[config.mk]
export PLATFORM = sky130hd
export DESIGN_NAME = ntm_top
export DESIGN_NICKNAME = d
export VERILOG_FILES = /design/src/ntm_pkg.sv /design/src/ntm_mult_regs.sv /design/src/ntm_input_buffer.sv /design/src/ntm_vector_multiplication.sv /design/src/ntm_matrix_multiplication.sv /design/src/ntm_top.sv
export VERILOG_INCLUDE_DIRS = /design/src
export SDC_FILE = /design/constraint.sdc
export NUM_CORES = 1
export LEC_CHECK = 0
export ABC_AREA = 1
export BUFFER_PORTS_ARGS = -buffer_cell sky130_fd_sc_hd__buf_2
export CAP_MARGIN = 20
export CORE_UTILIZATION = 40
export DETAILED_ROUTE_END_ITERATION = 16
export GPL_TIMING_DRIVEN = 0
export PLACE_DENSITY_LB_ADDON = 0.1
export SETUP_SLACK_MARGIN = 0.2
export SLEW_MARGIN = 25
export SYNTH_ARGS = -nofsm -noshare
export SYNTH_HDL_FRONTEND = slang
export SYNTH_SLANG_ARGS = --single-unit
[constraint.sdc]
create_clock -name CLK -period 17.7 [get_ports CLK]
set_clock_uncertainty 0.1 [all_clocks]
set_input_delay 0 -clock CLK [delete_from_list [all_inputs] [get_ports CLK]]
set_output_delay 0 -clock CLK [all_outputs]
set_load 0.005 [all_outputs]
[src/ntm_cfg.svh]
`ifndef NTM_CFG_SVH
`define NTM_CFG_SVH

////////////////////////////////////////////////////////////////////////////
// Datapath widths
////////////////////////////////////////////////////////////////////////////

// Data words and products, wrap-around arithmetic
`define NTM_DATA_SIZE 32

// Sizes and loop indices
`define NTM_INDEX_SIZE 8

////////////////////////////////////////////////////////////////////////////
// Flow control
////////////////////////////////////////////////////////////////////////////

// Input FIFO depth, equal to source credits after reset
`define NTM_IN_DEPTH 4

// Output credits held after reset
`define NTM_OUT_CREDITS 2

`endif

[src/ntm_pkg.sv]
`include "ntm_cfg.svh"

package ntm_pkg;

  ////////////////////////////////////////////////////////////////////////////
  // Scalar types
  ////////////////////////////////////////////////////////////////////////////

  typedef logic [`NTM_DATA_SIZE-1:0]  ntm_data_t;
  typedef logic [`NTM_INDEX_SIZE-1:0] ntm_index_t;

  // Register map
  typedef enum logic [1:0] {
    REG_SIZE_I  = 2'd0,  // Row count
    REG_SIZE_J  = 2'd1,  // Column count
    REG_LENGTH  = 2'd2,  // Words per product
    REG_CONTROL = 2'd3   // Any write starts a job
  } ntm_reg_e;

  // Sequencer FSM
  typedef enum logic [1:0] {
    IDLE,
    FEED,
    WAIT_PRODUCT,
    SEND
  } ntm_seq_state_e;

  ////////////////////////////////////////////////////////////////////////////
  // Bundles
  ////////////////////////////////////////////////////////////////////////////

  // One configuration write
  typedef struct packed {
    logic       valid;
    ntm_reg_e   addr;
    ntm_index_t data;
  } ntm_cfg_write_t;

  // Job dimensions
  typedef struct packed {
    ntm_index_t size_i;
    ntm_index_t size_j;
    ntm_index_t length;
  } ntm_sizes_t;

  // One reduced result
  typedef struct packed {
    ntm_index_t row;
    ntm_index_t col;
    ntm_data_t  product;
    logic       last;
  } ntm_result_t;

endpackage

[src/ntm_mult_regs.sv]
`timescale 1ns/1ps

module ntm_mult_regs
  import ntm_pkg::*;
(
  input  logic           CLK,
  input  logic           RST,
  input  ntm_cfg_write_t cfg,
  input  logic           done,
  output ntm_sizes_t     sizes,
  output logic           start,
  output logic           busy
);

  ////////////////////////////////////////////////////////////////////////////
  // Write decode
  ////////////////////////////////////////////////////////////////////////////

  logic wr_en;

  // Writes only land between jobs
  // Start cycle counts as busy so no size slips in late
  assign wr_en = cfg.valid && !busy && !start;

  ////////////////////////////////////////////////////////////////////////////
  // Control state
  ////////////////////////////////////////////////////////////////////////////

  always_ff @(posedge CLK or posedge RST) begin
    if (RST) begin
      start <= 1'b0;
      busy  <= 1'b0;
    end else begin
      // One-cycle pulse after a control write
      start <= wr_en && (cfg.addr == REG_CONTROL);

      // Busy from cycle after start until cycle after done
      if (start) begin
        busy <= 1'b1;
      end else if (done) begin
        busy <= 1'b0;
      end
    end
  end

  ////////////////////////////////////////////////////////////////////////////
  // Size registers
  ////////////////////////////////////////////////////////////////////////////

  always_ff @(posedge CLK) begin
    if (wr_en) begin
      case (cfg.addr)
        REG_SIZE_I:  sizes.size_i <= cfg.data;
        REG_SIZE_J:  sizes.size_j <= cfg.data;
        REG_LENGTH:  sizes.length <= cfg.data;
        // Control write carries no stored data
        REG_CONTROL: sizes <= sizes;
        default:     sizes <= sizes;
      endcase
    end
  end

endmodule

[src/ntm_input_buffer.sv]
`timescale 1ns/1ps
`include "ntm_cfg.svh"

module ntm_input_buffer
  import ntm_pkg::*;
(
  input  logic      CLK,
  input  logic      RST,
  input  logic      in_valid,
  input  ntm_data_t in_data,
  input  logic      pop,
  output ntm_data_t head,
  output logic      not_empty,
  output logic      in_credit
);

  localparam int DEPTH = `NTM_IN_DEPTH;
  localparam int PTR_W = (DEPTH > 1) ? $clog2(DEPTH) : 1;
  localparam int CNT_W = $clog2(DEPTH + 1);

  ////////////////////////////////////////////////////////////////////////////
  // Storage and pointers
  ////////////////////////////////////////////////////////////////////////////

  ntm_data_t        mem [DEPTH];
  logic [PTR_W-1:0] wr_ptr;
  logic [PTR_W-1:0] rd_ptr;
  logic [CNT_W-1:0] count;
  logic             do_pop;

  // Circular increment for any depth
  function automatic logic [PTR_W-1:0] next_ptr(input logic [PTR_W-1:0] ptr);
    next_ptr = (ptr == PTR_W'(DEPTH - 1)) ? '0 : ptr + 1'b1;
  endfunction

  assign not_empty = (count != '0);
  assign head      = mem[rd_ptr];
  assign do_pop    = pop && not_empty;

  // Credit goes back the same cycle the word leaves
  assign in_credit = do_pop;

  // Payload only, source credits keep it from overflowing
  always_ff @(posedge CLK) begin
    if (in_valid) begin
      mem[wr_ptr] <= in_data;
    end
  end

  always_ff @(posedge CLK or posedge RST) begin
    if (RST) begin
      wr_ptr <= '0;
      rd_ptr <= '0;
      count  <= '0;
    end else begin
      if (in_valid) begin
        wr_ptr <= next_ptr(wr_ptr);
      end
      if (do_pop) begin
        rd_ptr <= next_ptr(rd_ptr);
      end
      // Occupancy, push and pop together leave it unchanged
      case ({in_valid, do_pop})
        2'b10:   count <= count + 1'b1;
        2'b01:   count <= count - 1'b1;
        default: count <= count;
      endcase
    end
  end

endmodule

[src/ntm_vector_multiplication.sv]
`timescale 1ns/1ps

module ntm_vector_multiplication
  import ntm_pkg::*;
(
  input  logic      CLK,
  input  logic      RST,
  input  logic      acc_first,
  input  logic      acc_last,
  input  logic      acc_valid,
  input  ntm_data_t acc_data,
  output ntm_data_t product,
  output logic      product_valid
);

  ////////////////////////////////////////////////////////////////////////////
  // Running product
  ////////////////////////////////////////////////////////////////////////////

  ntm_data_t next_product;

  // First word seeds the run, later words multiply in
  // Low NTM_DATA_SIZE bits kept, upper bits dropped
  always_comb begin
    if (acc_first) begin
      next_product = acc_data;
    end else begin
      next_product = product * acc_data;
    end
  end

  // Accumulator register, seeded by every first word
  always_ff @(posedge CLK) begin
    if (acc_valid) begin
      product <= next_product;
    end
  end

  ////////////////////////////////////////////////////////////////////////////
  // Completion flag
  ////////////////////////////////////////////////////////////////////////////

  // One cycle after the last word of the run
  // Same edge that writes the final factor
  always_ff @(posedge CLK or posedge RST) begin
    if (RST) begin
      product_valid <= 1'b0;
    end else begin
      product_valid <= acc_valid && acc_last;
    end
  end

endmodule

[src/ntm_matrix_multiplication.sv]
`timescale 1ns/1ps
`include "ntm_cfg.svh"

module ntm_matrix_multiplication
  import ntm_pkg::*;
(
  input  logic        CLK,
  input  logic        RST,
  input  ntm_sizes_t  sizes,
  input  logic        start,
  output logic        done,
  input  ntm_data_t   head,
  input  logic        not_empty,
  output logic        pop,
  input  ntm_data_t   product,
  input  logic        product_valid,
  output logic        acc_first,
  output logic        acc_last,
  output logic        acc_valid,
  output ntm_data_t   acc_data,
  output ntm_result_t result,
  output logic        result_valid,
  input  logic        out_credit
);

  localparam int CREDIT_W = $clog2(`NTM_OUT_CREDITS + 1);

  ////////////////////////////////////////////////////////////////////////////
  // Indices and flags
  ////////////////////////////////////////////////////////////////////////////

  ntm_seq_state_e      state;
  ntm_index_t          row;
  ntm_index_t          col;
  ntm_index_t          scalar;
  logic [CREDIT_W-1:0] credits;
  logic                row_last;
  logic                col_last;
  logic                scalar_last;
  logic                send;

  assign row_last    = (row == sizes.size_i - ntm_index_t'(1));
  assign col_last    = (col == sizes.size_j - ntm_index_t'(1));
  assign scalar_last = (scalar == sizes.length - ntm_index_t'(1));

  // Feed accumulator straight from FIFO head
  assign pop       = (state == FEED) && not_empty;
  assign acc_valid = pop;
  assign acc_data  = head;
  assign acc_first = (scalar == '0);
  assign acc_last  = scalar_last;

  // Send needs a credit in hand
  assign send         = (state == SEND) && (credits != '0);
  assign result_valid = send;

  ////////////////////////////////////////////////////////////////////////////
  // Sequencer FSM
  ////////////////////////////////////////////////////////////////////////////

  always_ff @(posedge CLK or posedge RST) begin
    if (RST) begin
      state  <= IDLE;
      row    <= '0;
      col    <= '0;
      scalar <= '0;
      done   <= 1'b0;
    end else begin
      done <= 1'b0;
      case (state)
        IDLE: begin
          if (start) begin
            row    <= '0;
            col    <= '0;
            scalar <= '0;
            state  <= FEED;
          end
        end
        FEED: begin
          // One word per cycle while the FIFO has data
          if (pop) begin
            if (scalar_last) begin
              scalar <= '0;
              state  <= WAIT_PRODUCT;
            end else begin
              scalar <= scalar + 1'b1;
            end
          end
        end
        WAIT_PRODUCT: begin
          if (product_valid) begin
            state <= SEND;
          end
        end
        SEND: begin
          // Holds here until a credit shows up
          if (send) begin
            if (row_last && col_last) begin
              done  <= 1'b1;
              state <= IDLE;
            end else begin
              if (col_last) begin
                col <= '0;
                row <= row + 1'b1;
              end else begin
                col <= col + 1'b1;
              end
              state <= FEED;
            end
          end
        end
        default: state <= IDLE;
      endcase
    end
  end

  // Result payload captured with its indices
  always_ff @(posedge CLK) begin
    if ((state == WAIT_PRODUCT) && product_valid) begin
      result.row     <= row;
      result.col     <= col;
      result.product <= product;
      result.last    <= row_last && col_last;
    end
  end

  ////////////////////////////////////////////////////////////////////////////
  // Output credits
  ////////////////////////////////////////////////////////////////////////////

  // Return and send in one cycle cancel out
  always_ff @(posedge CLK or posedge RST) begin
    if (RST) begin
      credits <= CREDIT_W'(`NTM_OUT_CREDITS);
    end else begin
      case ({out_credit, send})
        2'b10:   credits <= credits + 1'b1;
        2'b01:   credits <= credits - 1'b1;
        default: credits <= credits;
      endcase
    end
  end

endmodule

[src/ntm_top.sv]
`timescale 1ns/1ps

module ntm_top
  import ntm_pkg::*;
(
  input  logic           CLK,
  input  logic           RST,
  input  ntm_cfg_write_t cfg,
  output logic           busy,
  input  logic           in_valid,
  input  ntm_data_t      in_data,
  output logic           in_credit,
  output ntm_result_t    result,
  output logic           result_valid,
  input  logic           out_credit
);

  ////////////////////////////////////////////////////////////////////////////
  // Internal wires
  ////////////////////////////////////////////////////////////////////////////

  // Register block to sequencer
  ntm_sizes_t sizes;
  logic       start;
  logic       done;

  // FIFO to sequencer
  ntm_data_t  head;
  logic       not_empty;
  logic       pop;

  // Sequencer to accumulator and back
  ntm_data_t  product;
  logic       product_valid;
  logic       acc_first;
  logic       acc_last;
  logic       acc_valid;
  ntm_data_t  acc_data;

  ////////////////////////////////////////////////////////////////////////////
  // Instances
  ////////////////////////////////////////////////////////////////////////////

  ntm_mult_regs u_regs (
    .CLK   (CLK),
    .RST   (RST),
    .cfg   (cfg),
    .done  (done),
    .sizes (sizes),
    .start (start),
    .busy  (busy)
  );

  ntm_input_buffer u_input_buffer (
    .CLK       (CLK),
    .RST       (RST),
    .in_valid  (in_valid),
    .in_data   (in_data),
    .pop       (pop),
    .head      (head),
    .not_empty (not_empty),
    .in_credit (in_credit)
  );

  ntm_matrix_multiplication u_matrix_multiplication (
    .CLK           (CLK),
    .RST           (RST),
    .sizes         (sizes),
    .start         (start),
    .done          (done),
    .head          (head),
    .not_empty     (not_empty),
    .pop           (pop),
    .product       (product),
    .product_valid (product_valid),
    .acc_first     (acc_first),
    .acc_last      (acc_last),
    .acc_valid     (acc_valid),
    .acc_data      (acc_data),
    .result        (result),
    .result_valid  (result_valid),
    .out_credit    (out_credit)
  );

  ntm_vector_multiplication u_vector_multiplication (
    .CLK           (CLK),
    .RST           (RST),
    .acc_first     (acc_first),
    .acc_last      (acc_last),
    .acc_valid     (acc_valid),
    .acc_data      (acc_data),
    .product       (product),
    .product_valid (product_valid)
  );

endmodule

==> out/qor.txt <==
Yosys cell types: 49
Post-Syn Area: 26910 um^2
CTS Buf Count: 31
GRT Total Usage: 0.2628
Max stage delay on crit path: 1.01 ns
Slew of the pin with the lowest slew margin: 1.160 ns
Vias per std cell: 5.083
Final-report setup violation count: 0
DRC: 0
CTS clk-pin slew, worst paths: 0.07 ns
Worst skew pair latency: 0.60 ns
Htree depth: 1
Number of synthesis warnings: 0
Largest net degree at the start of global routing: 47
Synth top area cells: fa_1, edfxtp_1, nand2_1
Fillers: 6449
Final min period: 9.733 ns
Max cap viols: 0
Commonest cells after routing, fill and taps aside: nand2_1, inv_1, fa_1
Final Slew Violations: 0
Die area: 68310 um^2
Startpoint Class: register
Async S/R FF share, synth: 0.1434
Top cell type by total area after synthesis: fa_1
CP arrival: 9.93 ns
Die Y: 261.4 um
Vias post-DR: 20040
First-pass GRT wire length: 131.1 mm
Routed WL: 86.72 mm
Syn nets: 3463
First-pass detailed-route iteration total: 8
Synth Register Bits: 272
I/O Buffers: 97
Post-synthesis sequential area ratio: 0.2964
Nets: 3649
Syn Area/Cell: 9.388 um^2
Setup TNS: 0 ns
Layout area overhead: 12.23%
IO Pins: 99
EDFF count, synth: 233
Area of the multi-input gates: 16400 um^2
CTS tree: done
Final Cycle Share: 0.5499
Crit-path most repeated cell: fa_1
RSZ-0062 raised after global routing: false
CTS root buf: clkbuf_16
Most common cell after layout, fill and taps aside: nand2_1
Clk buf depth: 3
Starting Density: 0.4071
Number of global-route vias before repair: 21020
Initial drt markers: 1385
Antenna violation net count after detailed routing: 0
GR Overflow Total: 0
Slew headroom: 0.2264
# clock sinks: 272
Share of cells above drive strength 1: 0.08515
Hold WC Path Type: in -> reg
Seq. cell area: 7974 um^2
Die W: 261.4 um
Post-DP HPWL: 69.69 mm
Critical Path RT: 17.90 ns
FP Rows: 94
Run status: finished clean
Mapped Cells: 2866
Crit. End Element: register
Most common flop cell mapped by yosys: edfxtp_1
Per-cell routed wire length: 22.00 um
Final Hold Viols: 0
Setup CP Type: reg -> reg
Worst-path fanout max: 10
Core area: 66100 um^2
Critical path's slowest cell: clkinv_1
Hold buffers post-CTS: 49
Fmax achieved: 102.7 MHz
Setup Buffers After CTS: 0
Synth top area share: 0.3043
GPL Wtd Cong: 0.9844
Fin util: 0.4568
Initial antenna violation count: 1
CTS resizes: 0
[final timing paths]
| kind | start | to | slack (ns) | cells after the start |
|---|---|---|---|---|
| min | in_data[7] | u_input_buffer.mem[3][7]$_DFFE_PP_ | 0.05 | 2 |
| min in group asynchronous | RST | u_input_buffer.wr_ptr[1]$_DFFE_PP0P_ | 0.46 | 4 |
| max | u_vector_multiplication.product[5]$_DFFE_PP_ | u_vector_multiplication.product[29]$_DFFE_PP_ | 7.97 | 29 |
| min reg2reg | u_vector_multiplication.product[12]$_DFFE_PP_ | u_matrix_multiplication.result[13]$_DFFE_PP_ | 0.34 | 0 |
| max in group asynchronous | RST | u_input_buffer.rd_ptr[1]$_DFFE_PP0P_ | 16.52 | 5 |
| max reg2reg | u_vector_multiplication.product[5]$_DFFE_PP_ | u_vector_multiplication.product[29]$_DFFE_PP_ | 7.97 | 29 |
[worst max-delay path: cells and delay by family (launching register included)]
kind	cells	cell delay, ns
compound gates	7	1.51
fa+ha+maj	9	3.96
buf+inv	9	2.69
flops	1	0.37
simple gates	4	0.79
[final cells by class]
type                            instances  area share
Sequential cell                       272      0.2641
Buffer                                 95     0.01591
Antenna cell                            1  0.00008287
Timing Repair Buffer                  153     0.03771
Multi-Input combinational cell       1948      0.5433
Inverter                              551     0.06858
Tap cell                              864     0.03580
Clock buffer                           39     0.02801
Clock inverter                         19    0.006547
[kinds of logic (layout without fill, tap and decap cells)]
group | count (synthesis) | in the layout | synth area share
buffers and inverters | 646 | 857 | 0.09449
XOR/XNOR | 81 | 81 | 0.02744
AO/OA/AOI/OAI | 146 | 146 | 0.02953
adder cells (fa/ha/maj) | 550 | 550 | 0.3699
AND/OR/NAND/NOR | 1171 | 1171 | 0.1823
other | 0 | 1 | 0
flip-flops | 272 | 272 | 0.2964
[metal layers]
layer	track usage	vias up	share of wire
li1	-	9140	-
met1	0.3591	10120	0.44
met2	0.4278	640	0.47
met3	0.03649	137	0.059
met4	0.09399	2	0.036
met5	0	-	0.00015
[Yosys cell counts, types with 2 or more instances]
master,number
clkbuf_1,72
nor4_1,5
a211oi_1,2
clkinv_1,8
buf_4,3
inv_2,12
nand3b_1,4
a21o_1,3
edfxtp_1,233
nor3_1,14
xor2_1,45
o21ai_1,6
nor3b_1,4
fa_1,409
nand2_1,553
o21a_1,2
nor2_1,389
xnor2_1,34
buf_2,7
o31ai_1,3
dfrtp_1,38
ha_1,141
nand2_2,13
nand2_4,6
or2_2,11
nand4_1,13
nand3_2,14
nand3_1,133
nor2_2,7
a21oi_1,52
o211ai_1,2
inv_1,531
o21ai_0,64
buf_6,13
a31oi_1,6
[stage by stage]
stage | hold WS, ns | worst slack, ns | area, um^2 | instances
after detailed placement | -0.02148 | 8.094 | 28650 | 3834
after global placement | 0.1099 | 7.890 | 28470 | 3827
after CTS | 0.01508 | 8.021 | 30180 | 3941
final | 0.05038 | 7.967 | 30200 | 3942
after floorplan | -0.001131 | 10.15 | 26910 | 2866
after global routing | 0.03908 | 7.542 | 30190 | 3941
[flip-flops by register name (all words and copies together), names as in the netlist, 2 cells and up]
signal                           flops
u_input_buffer.count                 3
u_matrix_multiplication.state        2
u_matrix_multiplication.scalar       8
u_matrix_multiplication.credits      2
u_matrix_multiplication.row          8
u_regs.sizes                        24
u_matrix_multiplication.result      49
u_input_buffer.rd_ptr                2
u_matrix_multiplication.col          8
u_input_buffer.wr_ptr                2
u_vector_multiplication.product     32
u_input_buffer.mem                 128
Power is not shown: default switching activity piles up to over one toggle a cycle in this logic, so the estimate is an artifact.
